--- src/cpu_macros.svh ---
`ifndef CPU_MACROS_SVH
`define CPU_MACROS_SVH

// Address of the first instruction fetch
`define CPU_RESET_PC 32'h0020_0000

`define CPU_NUM_REGS 32
`define CPU_REG_W 5

// Instruction field widths
`define CPU_OPCODE_W 7
`define CPU_IMM_W 15

`define CPU_FLAGS_W 5

// Bytes per data word, also the PC step
`define CPU_WORD_BYTES 4

`endif

--- src/cpu_isa_pkg.sv ---
`include "cpu_macros.svh"

package cpu_isa_pkg;

	typedef logic [`CPU_WORD_BYTES*8-1:0] word_t;
	typedef logic [`CPU_REG_W-1:0] reg_index_t;
	typedef logic [`CPU_IMM_W-1:0] imm_t;

	// equal, unsigned greater, unsigned less, signed greater, signed less
	typedef logic [`CPU_FLAGS_W-1:0] flags_t;

	typedef enum logic [`CPU_OPCODE_W-1:0] {
		OP_MOV = 7'h00, OP_LDL = 7'h01, OP_LDH = 7'h02,
		OP_ADD = 7'h10, OP_SUB = 7'h11, OP_OR = 7'h12, OP_AND = 7'h13,
		OP_ADDI = 7'h18, OP_ORI = 7'h1A, OP_ANDI = 7'h1B, OP_RSBI = 7'h1C,
		OP_STB = 7'h20, OP_STH = 7'h21, OP_STW = 7'h22,
		OP_LDBU = 7'h23, OP_LDBS = 7'h24, OP_LDHU = 7'h25, OP_LDHS = 7'h26,
		OP_LDW = 7'h27,
		OP_CMP = 7'h30, OP_CMPI = 7'h31, OP_BR = 7'h32
	} opcode_e;

	typedef struct packed {
		imm_t ob;
		reg_index_t oa;
		reg_index_t oc;
		opcode_e opcode;
	} instr_t;

	// Offsets and arithmetic immediates are sign-extended from ob
	function automatic word_t imm_sext(imm_t imm);
		return {{($bits(word_t) - `CPU_IMM_W){imm[`CPU_IMM_W-1]}}, imm};
	endfunction

endpackage

--- src/cpu_bus_pkg.sv ---
`include "cpu_macros.svh"

package cpu_bus_pkg;

	typedef logic [31:0] addr_t;
	typedef logic [7:0] byte_t;

	// One byte beat on the memory bus
	typedef struct packed {
		addr_t addr;
		byte_t wdata;
		logic read;
		logic write;
	} mem_req_t;

	typedef enum logic [1:0] {XFER_BYTE, XFER_HALF, XFER_WORD} xfer_size_e;

	typedef struct packed {
		addr_t addr;
		logic [`CPU_WORD_BYTES*8-1:0] wdata;
		xfer_size_e size;
		logic write;
		logic sign_ext;
	} xfer_req_t;

endpackage

--- src/reg_file.sv ---
`timescale 1ns/1ps
`include "cpu_macros.svh"

module reg_file (
	input  logic clk,
	input  cpu_isa_pkg::reg_index_t rd_a,
	input  cpu_isa_pkg::reg_index_t rd_b,
	input  cpu_isa_pkg::reg_index_t rd_c,
	output cpu_isa_pkg::word_t rd_a_data,
	output cpu_isa_pkg::word_t rd_b_data,
	output cpu_isa_pkg::word_t rd_c_data,
	input  logic wr_en,
	input  cpu_isa_pkg::reg_index_t wr_index,
	input  cpu_isa_pkg::word_t wr_data,
	output cpu_isa_pkg::word_t debug
);

	cpu_isa_pkg::word_t regs [`CPU_NUM_REGS];

	always_ff @(posedge clk) begin
		if (wr_en) begin
			regs[wr_index] <= wr_data;
		end
	end

	assign rd_a_data = regs[rd_a];
	assign rd_b_data = regs[rd_b];
	assign rd_c_data = regs[rd_c];

	// Register 0 doubles as the debug output
	assign debug = regs[0];

endmodule

--- src/alu.sv ---
`timescale 1ns/1ps

module alu (
	input  cpu_isa_pkg::instr_t instr,
	input  cpu_isa_pkg::word_t a,
	input  cpu_isa_pkg::word_t b,
	input  cpu_isa_pkg::word_t c,
	output cpu_isa_pkg::word_t result,
	output cpu_isa_pkg::flags_t flags
);

	cpu_isa_pkg::word_t imm_s;
	cpu_isa_pkg::word_t imm_z;
	cpu_isa_pkg::word_t cmp_rhs;

	assign imm_s = cpu_isa_pkg::imm_sext(instr.ob);
	assign imm_z = cpu_isa_pkg::word_t'(instr.ob);

	always_comb begin
		case (instr.opcode)
			cpu_isa_pkg::OP_MOV:  result = a;
			cpu_isa_pkg::OP_LDL:  result = {16'h0, instr.oa[0], instr.ob};
			// High half load leaves the low half of the target alone
			cpu_isa_pkg::OP_LDH:  result = {instr.oa[0], instr.ob, c[15:0]};
			cpu_isa_pkg::OP_ADD:  result = a + b;
			cpu_isa_pkg::OP_SUB:  result = a - b;
			cpu_isa_pkg::OP_OR:   result = a | b;
			cpu_isa_pkg::OP_AND:  result = a & b;
			cpu_isa_pkg::OP_ADDI: result = a + imm_s;
			cpu_isa_pkg::OP_ORI:  result = a | imm_z;
			cpu_isa_pkg::OP_ANDI: result = a & imm_z;
			cpu_isa_pkg::OP_RSBI: result = imm_s - a;
			default:              result = '0;
		endcase
	end

	assign cmp_rhs = (instr.opcode == cpu_isa_pkg::OP_CMPI) ? imm_s : b;

	assign flags = {
		a == cmp_rhs,
		a > cmp_rhs,
		a < cmp_rhs,
		$signed(a) > $signed(cmp_rhs),
		$signed(a) < $signed(cmp_rhs)
	};

endmodule

--- src/mem_sequencer.sv ---
`timescale 1ns/1ps
`include "cpu_macros.svh"

module mem_sequencer (
	input  logic clk,
	input  logic reset,
	input  cpu_bus_pkg::xfer_req_t xfer,
	input  logic xfer_start,
	output cpu_isa_pkg::word_t xfer_rdata,
	output logic xfer_done,
	output cpu_bus_pkg::mem_req_t mem_req,
	input  cpu_bus_pkg::byte_t mem_rdata,
	input  logic mem_ready
);

	typedef enum logic [1:0] {SEQ_IDLE, SEQ_ISSUE, SEQ_STROBE, SEQ_WAIT} seq_state_e;
	typedef logic [$clog2(`CPU_WORD_BYTES)-1:0] beat_t;

	seq_state_e state;
	cpu_bus_pkg::xfer_req_t req;
	cpu_bus_pkg::xfer_req_t issue_src;
	beat_t beat;
	beat_t last_beat;
	beat_t issue_beat;
	logic issue;
	cpu_bus_pkg::addr_t bus_addr;
	cpu_bus_pkg::byte_t bus_wdata;
	logic bus_read;
	logic bus_write;
	cpu_isa_pkg::word_t assembled;
	cpu_isa_pkg::word_t merged;
	cpu_isa_pkg::word_t extended;

	always_comb begin
		case (req.size)
			cpu_bus_pkg::XFER_BYTE: last_beat = beat_t'(0);
			cpu_bus_pkg::XFER_HALF: last_beat = beat_t'(1);
			default:                last_beat = beat_t'(`CPU_WORD_BYTES - 1);
		endcase
	end

	// Source of the next strobe. From idle the request is taken straight off the link
	always_comb begin
		issue_src = req;
		issue_beat = beat;
		if (state == SEQ_IDLE) begin
			issue_src = xfer;
			issue_beat = '0;
		end else if (state == SEQ_WAIT) begin
			issue_beat = beat + beat_t'(1);
		end
	end

	assign issue = mem_ready && ((state == SEQ_IDLE && xfer_start) || state == SEQ_ISSUE ||
		(state == SEQ_WAIT && beat != last_beat));

	always_comb begin
		merged = assembled;
		merged[beat*8 +: 8] = mem_rdata;
		case (req.size)
			cpu_bus_pkg::XFER_BYTE: extended = {{24{req.sign_ext & merged[7]}}, merged[7:0]};
			cpu_bus_pkg::XFER_HALF: extended = {{16{req.sign_ext & merged[15]}}, merged[15:0]};
			default:                extended = merged;
		endcase
	end

	always_ff @(posedge clk or posedge reset) begin
		if (reset) begin
			state <= SEQ_IDLE;
			beat <= '0;
			bus_read <= 1'b0;
			bus_write <= 1'b0;
			xfer_done <= 1'b0;
		end else begin
			// Strobes and done last one cycle unless a new beat is issued
			bus_read <= issue && !issue_src.write;
			bus_write <= issue && issue_src.write;
			xfer_done <= 1'b0;
			case (state)
				SEQ_IDLE: begin
					if (xfer_start) begin
						beat <= '0;
						state <= mem_ready ? SEQ_STROBE : SEQ_ISSUE;
					end
				end
				SEQ_ISSUE: if (mem_ready) state <= SEQ_STROBE;
				SEQ_STROBE: state <= SEQ_WAIT;
				SEQ_WAIT: begin
					if (mem_ready && beat == last_beat) begin
						xfer_done <= 1'b1;
						state <= SEQ_IDLE;
					end else if (mem_ready) begin
						beat <= beat + beat_t'(1);
						state <= SEQ_STROBE;
					end
				end
			endcase
		end
	end

	always_ff @(posedge clk) begin
		if (state == SEQ_IDLE && xfer_start) begin
			req <= xfer;
		end
		if (issue) begin
			bus_addr <= issue_src.addr + cpu_bus_pkg::addr_t'(issue_beat);
			bus_wdata <= issue_src.wdata[issue_beat*8 +: 8];
		end
		// Read byte lands in the first ready cycle after its strobe
		if (state == SEQ_WAIT && mem_ready && !req.write) begin
			assembled <= merged;
			if (beat == last_beat) begin
				xfer_rdata <= extended;
			end
		end
	end

	assign mem_req = '{addr: bus_addr, wdata: bus_wdata, read: bus_read, write: bus_write};

	a_strobe_excl: assert property (@(posedge clk) disable iff (reset)
		!(mem_req.read && mem_req.write));

	a_strobe_ready: assert property (@(posedge clk) disable iff (reset)
		(mem_req.read || mem_req.write) |-> $past(mem_ready));

endmodule

--- src/cpu_control.sv ---
`timescale 1ns/1ps
`include "cpu_macros.svh"

module cpu_control (
	input  logic clk,
	input  logic reset,
	output cpu_bus_pkg::xfer_req_t xfer,
	output logic xfer_start,
	input  cpu_isa_pkg::word_t xfer_rdata,
	input  logic xfer_done,
	output cpu_isa_pkg::reg_index_t rd_a,
	output cpu_isa_pkg::reg_index_t rd_b,
	output cpu_isa_pkg::reg_index_t rd_c,
	input  cpu_isa_pkg::word_t rd_c_data,
	input  cpu_isa_pkg::word_t rd_a_data,
	output cpu_isa_pkg::instr_t instr,
	input  cpu_isa_pkg::word_t alu_result,
	input  cpu_isa_pkg::flags_t alu_flags,
	output logic wr_en,
	output cpu_isa_pkg::reg_index_t wr_index,
	output cpu_isa_pkg::word_t wr_data
);

	typedef enum logic [1:0] {FETCH, FETCH_WAIT, EXEC, MEM_WAIT} state_e;

	state_e state;
	cpu_bus_pkg::addr_t pc;
	cpu_isa_pkg::flags_t flags;
	cpu_isa_pkg::word_t offset;
	logic in_flight;
	logic is_alu_wr;
	logic is_load;
	logic is_store;
	cpu_bus_pkg::xfer_size_e mem_size;
	logic mem_sign;

	assign offset = cpu_isa_pkg::imm_sext(instr.ob);

	// Register ALU operations take their second operand index from ob[4:0]
	assign rd_a = instr.oa;
	assign rd_b = instr.ob[`CPU_REG_W-1:0];
	assign rd_c = instr.oc;

	always_comb begin
		is_alu_wr = 1'b0;
		is_load = 1'b0;
		is_store = 1'b0;
		mem_size = cpu_bus_pkg::XFER_WORD;
		mem_sign = 1'b0;
		case (instr.opcode)
			cpu_isa_pkg::OP_MOV, cpu_isa_pkg::OP_LDL, cpu_isa_pkg::OP_LDH,
			cpu_isa_pkg::OP_ADD, cpu_isa_pkg::OP_SUB, cpu_isa_pkg::OP_OR, cpu_isa_pkg::OP_AND,
			cpu_isa_pkg::OP_ADDI, cpu_isa_pkg::OP_ORI, cpu_isa_pkg::OP_ANDI,
			cpu_isa_pkg::OP_RSBI: is_alu_wr = 1'b1;
			cpu_isa_pkg::OP_STB: {is_store, mem_size} = {1'b1, cpu_bus_pkg::XFER_BYTE};
			cpu_isa_pkg::OP_STH: {is_store, mem_size} = {1'b1, cpu_bus_pkg::XFER_HALF};
			cpu_isa_pkg::OP_STW: is_store = 1'b1;
			cpu_isa_pkg::OP_LDBU: {is_load, mem_size} = {1'b1, cpu_bus_pkg::XFER_BYTE};
			cpu_isa_pkg::OP_LDBS: {is_load, mem_sign, mem_size} = {2'b11, cpu_bus_pkg::XFER_BYTE};
			cpu_isa_pkg::OP_LDHU: {is_load, mem_size} = {1'b1, cpu_bus_pkg::XFER_HALF};
			cpu_isa_pkg::OP_LDHS: {is_load, mem_sign, mem_size} = {2'b11, cpu_bus_pkg::XFER_HALF};
			cpu_isa_pkg::OP_LDW: is_load = 1'b1;
			default: ;
		endcase
	end

	always_comb begin
		if (state == FETCH) begin
			xfer = '{addr: pc, wdata: '0, size: cpu_bus_pkg::XFER_WORD, write: 1'b0, sign_ext: 1'b0};
		end else begin
			xfer = '{addr: rd_c_data + offset, wdata: rd_a_data, size: mem_size,
				write: is_store, sign_ext: mem_sign};
		end
	end

	assign xfer_start = (state == FETCH) || (state == EXEC && (is_load || is_store));

	assign wr_en = (state == EXEC && is_alu_wr) || (state == MEM_WAIT && xfer_done && is_load);
	assign wr_index = is_load ? instr.oa : instr.oc;
	assign wr_data = is_load ? xfer_rdata : alu_result;

	always_ff @(posedge clk or posedge reset) begin
		if (reset) begin
			state <= FETCH;
			pc <= `CPU_RESET_PC;
			flags <= '0;
			in_flight <= 1'b0;
		end else begin
			if (xfer_start) in_flight <= 1'b1;
			else if (xfer_done) in_flight <= 1'b0;
			case (state)
				FETCH: state <= FETCH_WAIT;
				FETCH_WAIT: begin
					if (xfer_done) begin
						pc <= pc + cpu_bus_pkg::addr_t'(`CPU_WORD_BYTES);
						state <= EXEC;
					end
				end
				EXEC: begin
					state <= (is_load || is_store) ? MEM_WAIT : FETCH;
					if (instr.opcode == cpu_isa_pkg::OP_CMP || instr.opcode == cpu_isa_pkg::OP_CMPI)
						flags <= alu_flags;
					// PC already points past the branch here
					if (instr.opcode == cpu_isa_pkg::OP_BR && (flags & instr.oa) != '0)
						pc <= pc + offset;
				end
				MEM_WAIT: if (xfer_done) state <= FETCH;
			endcase
		end
	end

	always_ff @(posedge clk) begin
		if (state == FETCH_WAIT && xfer_done) begin
			instr <= cpu_isa_pkg::instr_t'(xfer_rdata);
		end
	end

	a_start_idle: assert property (@(posedge clk) disable iff (reset) xfer_start |-> !in_flight);

	a_state_legal: assert property (@(posedge clk) disable iff (reset)
		state inside {FETCH, FETCH_WAIT, EXEC, MEM_WAIT});

endmodule

--- src/cpu_top.sv ---
`timescale 1ns/1ps

module cpu_top (
	input  logic clk,
	input  logic reset,
	output cpu_bus_pkg::mem_req_t mem_req,
	input  cpu_bus_pkg::byte_t mem_rdata,
	input  logic mem_ready,
	output cpu_isa_pkg::word_t debug
);

	cpu_bus_pkg::xfer_req_t xfer;
	logic xfer_start;
	logic xfer_done;
	cpu_isa_pkg::word_t xfer_rdata;
	cpu_isa_pkg::reg_index_t rd_a;
	cpu_isa_pkg::reg_index_t rd_b;
	cpu_isa_pkg::reg_index_t rd_c;
	cpu_isa_pkg::word_t rd_a_data;
	cpu_isa_pkg::word_t rd_b_data;
	cpu_isa_pkg::word_t rd_c_data;
	cpu_isa_pkg::instr_t instr;
	cpu_isa_pkg::word_t alu_result;
	cpu_isa_pkg::flags_t alu_flags;
	logic wr_en;
	cpu_isa_pkg::reg_index_t wr_index;
	cpu_isa_pkg::word_t wr_data;

	cpu_control u_control (.clk, .reset, .xfer, .xfer_start, .xfer_rdata, .xfer_done,
		.rd_a, .rd_b, .rd_c, .rd_c_data, .rd_a_data, .instr, .alu_result, .alu_flags,
		.wr_en, .wr_index, .wr_data);

	reg_file u_reg_file (.clk, .rd_a, .rd_b, .rd_c, .rd_a_data, .rd_b_data, .rd_c_data,
		.wr_en, .wr_index, .wr_data, .debug);

	alu u_alu (.instr, .a(rd_a_data), .b(rd_b_data), .c(rd_c_data),
		.result(alu_result), .flags(alu_flags));

	mem_sequencer u_mem_sequencer (.clk, .reset, .xfer, .xfer_start, .xfer_rdata, .xfer_done,
		.mem_req, .mem_rdata, .mem_ready);

endmodule

--- config.mk ---
export PLATFORM = sky130hd
export DESIGN_NAME = cpu_top
export DESIGN_NICKNAME = d
export VERILOG_FILES = /design/src/cpu_isa_pkg.sv /design/src/cpu_bus_pkg.sv /design/src/reg_file.sv /design/src/alu.sv /design/src/mem_sequencer.sv /design/src/cpu_control.sv /design/src/cpu_top.sv
export VERILOG_INCLUDE_DIRS = /design/src
export SDC_FILE = /design/constraint.sdc
export NUM_CORES = 2
export LEC_CHECK = 0
export ABC_AREA = 0
export BUFFER_PORTS_ARGS = -buffer_cell sky130_fd_sc_hd__buf_4
export CAP_MARGIN = 20
export CORE_UTILIZATION = 30
export DETAILED_ROUTE_END_ITERATION = 16
export PLACE_DENSITY_LB_ADDON = 0.15
export SETUP_SLACK_MARGIN = 0.1
export SLEW_MARGIN = 20
export SYNTH_ARGS = -nofsm -noshare
export SYNTH_HDL_FRONTEND = slang
export SYNTH_SLANG_ARGS = --single-unit
export TNS_END_PERCENT = 20
--- constraint.sdc ---
create_clock -name clk -period 10.3 [get_ports clk]
set_input_delay 2.06 -clock clk [delete_from_list [all_inputs] [get_ports clk]]
set_output_delay 2.06 -clock clk [all_outputs]
set_load 0.05 [all_outputs]
==> impl_metrics.env <==
export IMPL_outcome="complete, no violations"
export IMPL_grt_antenna_before_repair=12
export IMPL_place_gp_congestion=0.923
export IMPL_fin_area_mm2=0.0882
export IMPL_dp_hpwl_um=214000
export IMPL_tightest_slew_ns=1.16
export IMPL_post_cts_setup_buffers=0
export IMPL_yosys_area_top_type="edfxtp_1"
export IMPL_postPlaceCellArea_mm2=0.0830
export IMPL_postRouteAntennaNets=0
export IMPL_hold_buffers=0
export IMPL_hold_viol=0
export IMPL_ir_drop_mv=0.186
export IMPL_criticalPathCategory="flop to flop"
export IMPL_grt_pass1_vias=54700
export IMPL_syn_cell_area_mm2=0.0777
export IMPL_core_area_mm2=0.257
export IMPL_r2r_cells=26
export IMPL_cts_root_buf="clkbuf_16"
export IMPL_synth_area_per_cell_um2=13.9
export IMPL_slew_headroom_pct=22.8
export IMPL_ys_warn_count=0
export IMPL_drt_initial_drc_count=7029
export IMPL_reg2reg_to="u_reg_file.regs[0][31]$_DFFE_PP_"
export IMPL_cts_buffers_inserted=155
export IMPL_cts_tree="yes"
export IMPL_ys_ff_latch=1289
export IMPL_arrival_ns=8.68
export IMPL_async_flop_share_pct=3.57
export IMPL_drc_errors=0
export IMPL_fin_skew_ns=0.0731
export IMPL_whs_ns=0.471
export IMPL_worst_r2r_setup_slack_ns=2.07
export IMPL_drive_gt1_share_pct=24.6
export IMPL_maxCapViolations=0
export IMPL_synth_top_area_share_pct=47.5
export IMPL_nets=5859
export IMPL_max_freq_mhz=121
export IMPL_hold_start="u_control.pc[31]$_DFFE_PP0P_"
export IMPL_fin_crit_sh_pct=79.9
export IMPL_fill_cells=24800
export IMPL_hold_path_end="u_control.pc[31]$_DFFE_PP0P_"
export IMPL_area_growth_syn_to_layout_pct=13.5
export IMPL_slew_viol_final=0
export IMPL_clk_latency_ns=0.86
export IMPL_totalWireLength_um=325000
export IMPL_min_path_type="flop to flop"
export IMPL_rsz0062_at_grt="no"
export IMPL_drt_vias_per_instance=6.10
export IMPL_synthTopCellsByArea="edfxtp_1, mux4_2, mux2i_1"
export IMPL_synth_edf_count=1228
export IMPL_die_area_mm2=0.261
export IMPL_cp_data_required_time_ns=10.74
export IMPL_netlist_instances=5588
export IMPL_cp_max_fo=32
export IMPL_io_buffers=84
export IMPL_synth_ff_type="edfxtp_1"
export IMPL_grt_overflow_total=0
export IMPL_clkTransAtPathRegs_ns=0.06
export IMPL_rows=186
export IMPL_drtPass1Iterations=8
export IMPL_p_per_area_mw_per_mm2=186
export IMPL_cts_resized=0
export IMPL_final_common_cell="edfxtp_1"
export IMPL_layout_common_cells="edfxtp_1, mux4_2, nand2_1, mux2i_1, buf_4"
export IMPL_leakagePower_nw=30.2
export IMPL_dr_total_vias=56000
export IMPL_pin_count=85
export IMPL_start_util_pct=30.2
export IMPL_yosysSeqAreaShare_pct=49.4
export IMPL_grt_start_max_net_pins=97
export IMPL_post_drt_wl_per_cell_um=35.4
export IMPL_synth_cell_types=100
export IMPL_cts_sink_count=1289
export IMPL_grt_use_total_pct=24.3
export IMPL_grt_pass1_wl_um=447000
export IMPL_fin_crit_ns=8.23
export IMPL_die_h_um=511
export IMPL_finalSetupViolations=0
export IMPL_htreeDepth=4
export IMPL_die_x_um=511
export IMPL_hold_depth=1
export IMPL_crit_path_start_kind="flop"
export IMPL_synth_nets=5779
export IMPL_end_kind="flop"
export IMPL_tns_ns=0
export IMPL_ctsLongestPathBuffers=3
[how the worst max path moves through the flow]
| stage | start | endpoint | slack (ns) | cells after the start |
|---|---|---|---|---|
| after detailed placement | flop | u_reg_file.regs[8][31]$_DFFE_PP_ | 1.54 | 26 |
| after global routing | flop | u_reg_file.regs[13][31]$_DFFE_PP_ | 1.65 | 26 |
| after global placement | flop | u_reg_file.regs[14][31]$_DFFE_PP_ | 1.54 | 26 |
| after CTS | flop | u_reg_file.regs[8][31]$_DFFE_PP_ | 1.43 | 26 |
| final | flop | u_reg_file.regs[0][31]$_DFFE_PP_ | 2.07 | 26 |
| after floorplan | flop | u_mem_sequencer.bus_addr[31]$_DFFE_PP_ | 2.44 | 22 |
[kinds of logic (layout without fill, tap and decap cells)]
family	Yosys count	in the layout	share of synthesized area (%)
adders and majority gates	180	180	2.95
other	0	6	0
muxes	1143	1143	26.0
DFF	1289	1289	49.4
buffers and inverters	504	708	2.97
AOI/OAI and AO/OA	1126	1126	9.43
xor gates and xnor gates	194	194	2.20
and+or+nand+nor	1152	1152	7.12
[critical path: stages, from the launching register on]
cell,delay [ns]
dfxtp_4,0.77
buf_4,0.47
and2_1,0.51
buf_4,0.41
a22oi_1,0.12
nand3_1,0.11
nor4bb_2,0.47
buf_4,0.25
ha_1,0.17
and2_1,0.15
nor4b_2,0.50
nand4_1,0.35
o31ai_1,0.34
xor2_1,0.21
ha_1,0.31
a21oi_1,0.21
o21ai_0,0.11
a211oi_1,0.27
o21ai_0,0.16
nand2_1,0.12
nand3b_1,0.08
a31oi_1,0.40
o21bai_1,0.15
a21oi_1,0.18
o221ai_1,0.13
xnor2_1,0.15
a221o_2,0.64
[area by class of cell]
type	count	area [µm²]	area share, %
clock buffer	189	4020	4.56
tap	3384	4230	4.80
multi-input combinational	3795	37600	42.6
timing repair buffer	302	2420	2.75
sequential	1289	38400	43.5
inverter	125	470	0.534
antenna	6	15.0	0.0170
clock inverter	92	1060	1.20
[cells in the mapped netlist (35+ instances only)]
cell / instances
xnor2_1: 118
inv_1: 124
buf_1: 52
o21ai_0: 271
nand2b_1: 42
edfxtp_1: 1228
nor3_1: 56
ha_1: 175
nor2b_1: 46
clkbuf_1: 199
a221oi_1: 51
xor2_1: 75
mux2i_1: 387
a21o_1: 75
mux4_2: 689
and3_1: 35
dfrtp_1: 45
a22oi_1: 145
buf_2: 80
a31oi_1: 39
nor2_1: 261
mux2_2: 62
a21oi_1: 267
nand2_1: 398
nand3_1: 132
nand4_1: 35
[layer usage]
| layer | global-route usage, % | vias to the layer above | share of wire, % |
|---|---|---|---|
| li1 | - | 22800 | - |
| met1 | 33.2 | 29600 | 42 |
| met2 | 38.6 | 3023 | 46 |
| met3 | 4.58 | 543 | 8.1 |
| met4 | 8.77 | 4 | 3.8 |
| met5 | 0 | - | 0.0095 |
[per-stage QoR]
step / setup slack (ns) / power [mW] / util, % / cells
2_1_floorplan: 2.44 / 9.35 / - / 5588
3_3_place_gp: 1.54 / 10.9 / 32.3 / 8890
6_report: 2.07 / 16.4 / 34.3 / 9182
5_1_grt: 1.65 / 17.1 / 34.3 / 9177
3_5_place_dp: 1.54 / 10.9 / 32.3 / 8894
4_1_cts: 1.43 / 16.5 / 34.3 / 9175
[flip-flops by register name, indices dropped and copies added (netlist names), 8 cells and up, named ones only]
signal and flops:
u_mem_sequencer.bus_addr 32, u_mem_sequencer.bus_wdata 8, u_mem_sequencer.req 68, u_mem_sequencer.assembled 32, u_mem_sequencer.xfer_rdata 32, u_control.instr 22
u_control.pc 32, u_reg_file.regs 1024
[power breakdown]
part           internal (mW)  total, mW  switching [mW]
registers               6.05       6.31           0.263
clock network           3.14       5.56            2.42
logic                   1.63       4.57            2.93
total                   10.8       16.4            5.61
No activity file was read; power rests on OpenSTA's default activity.
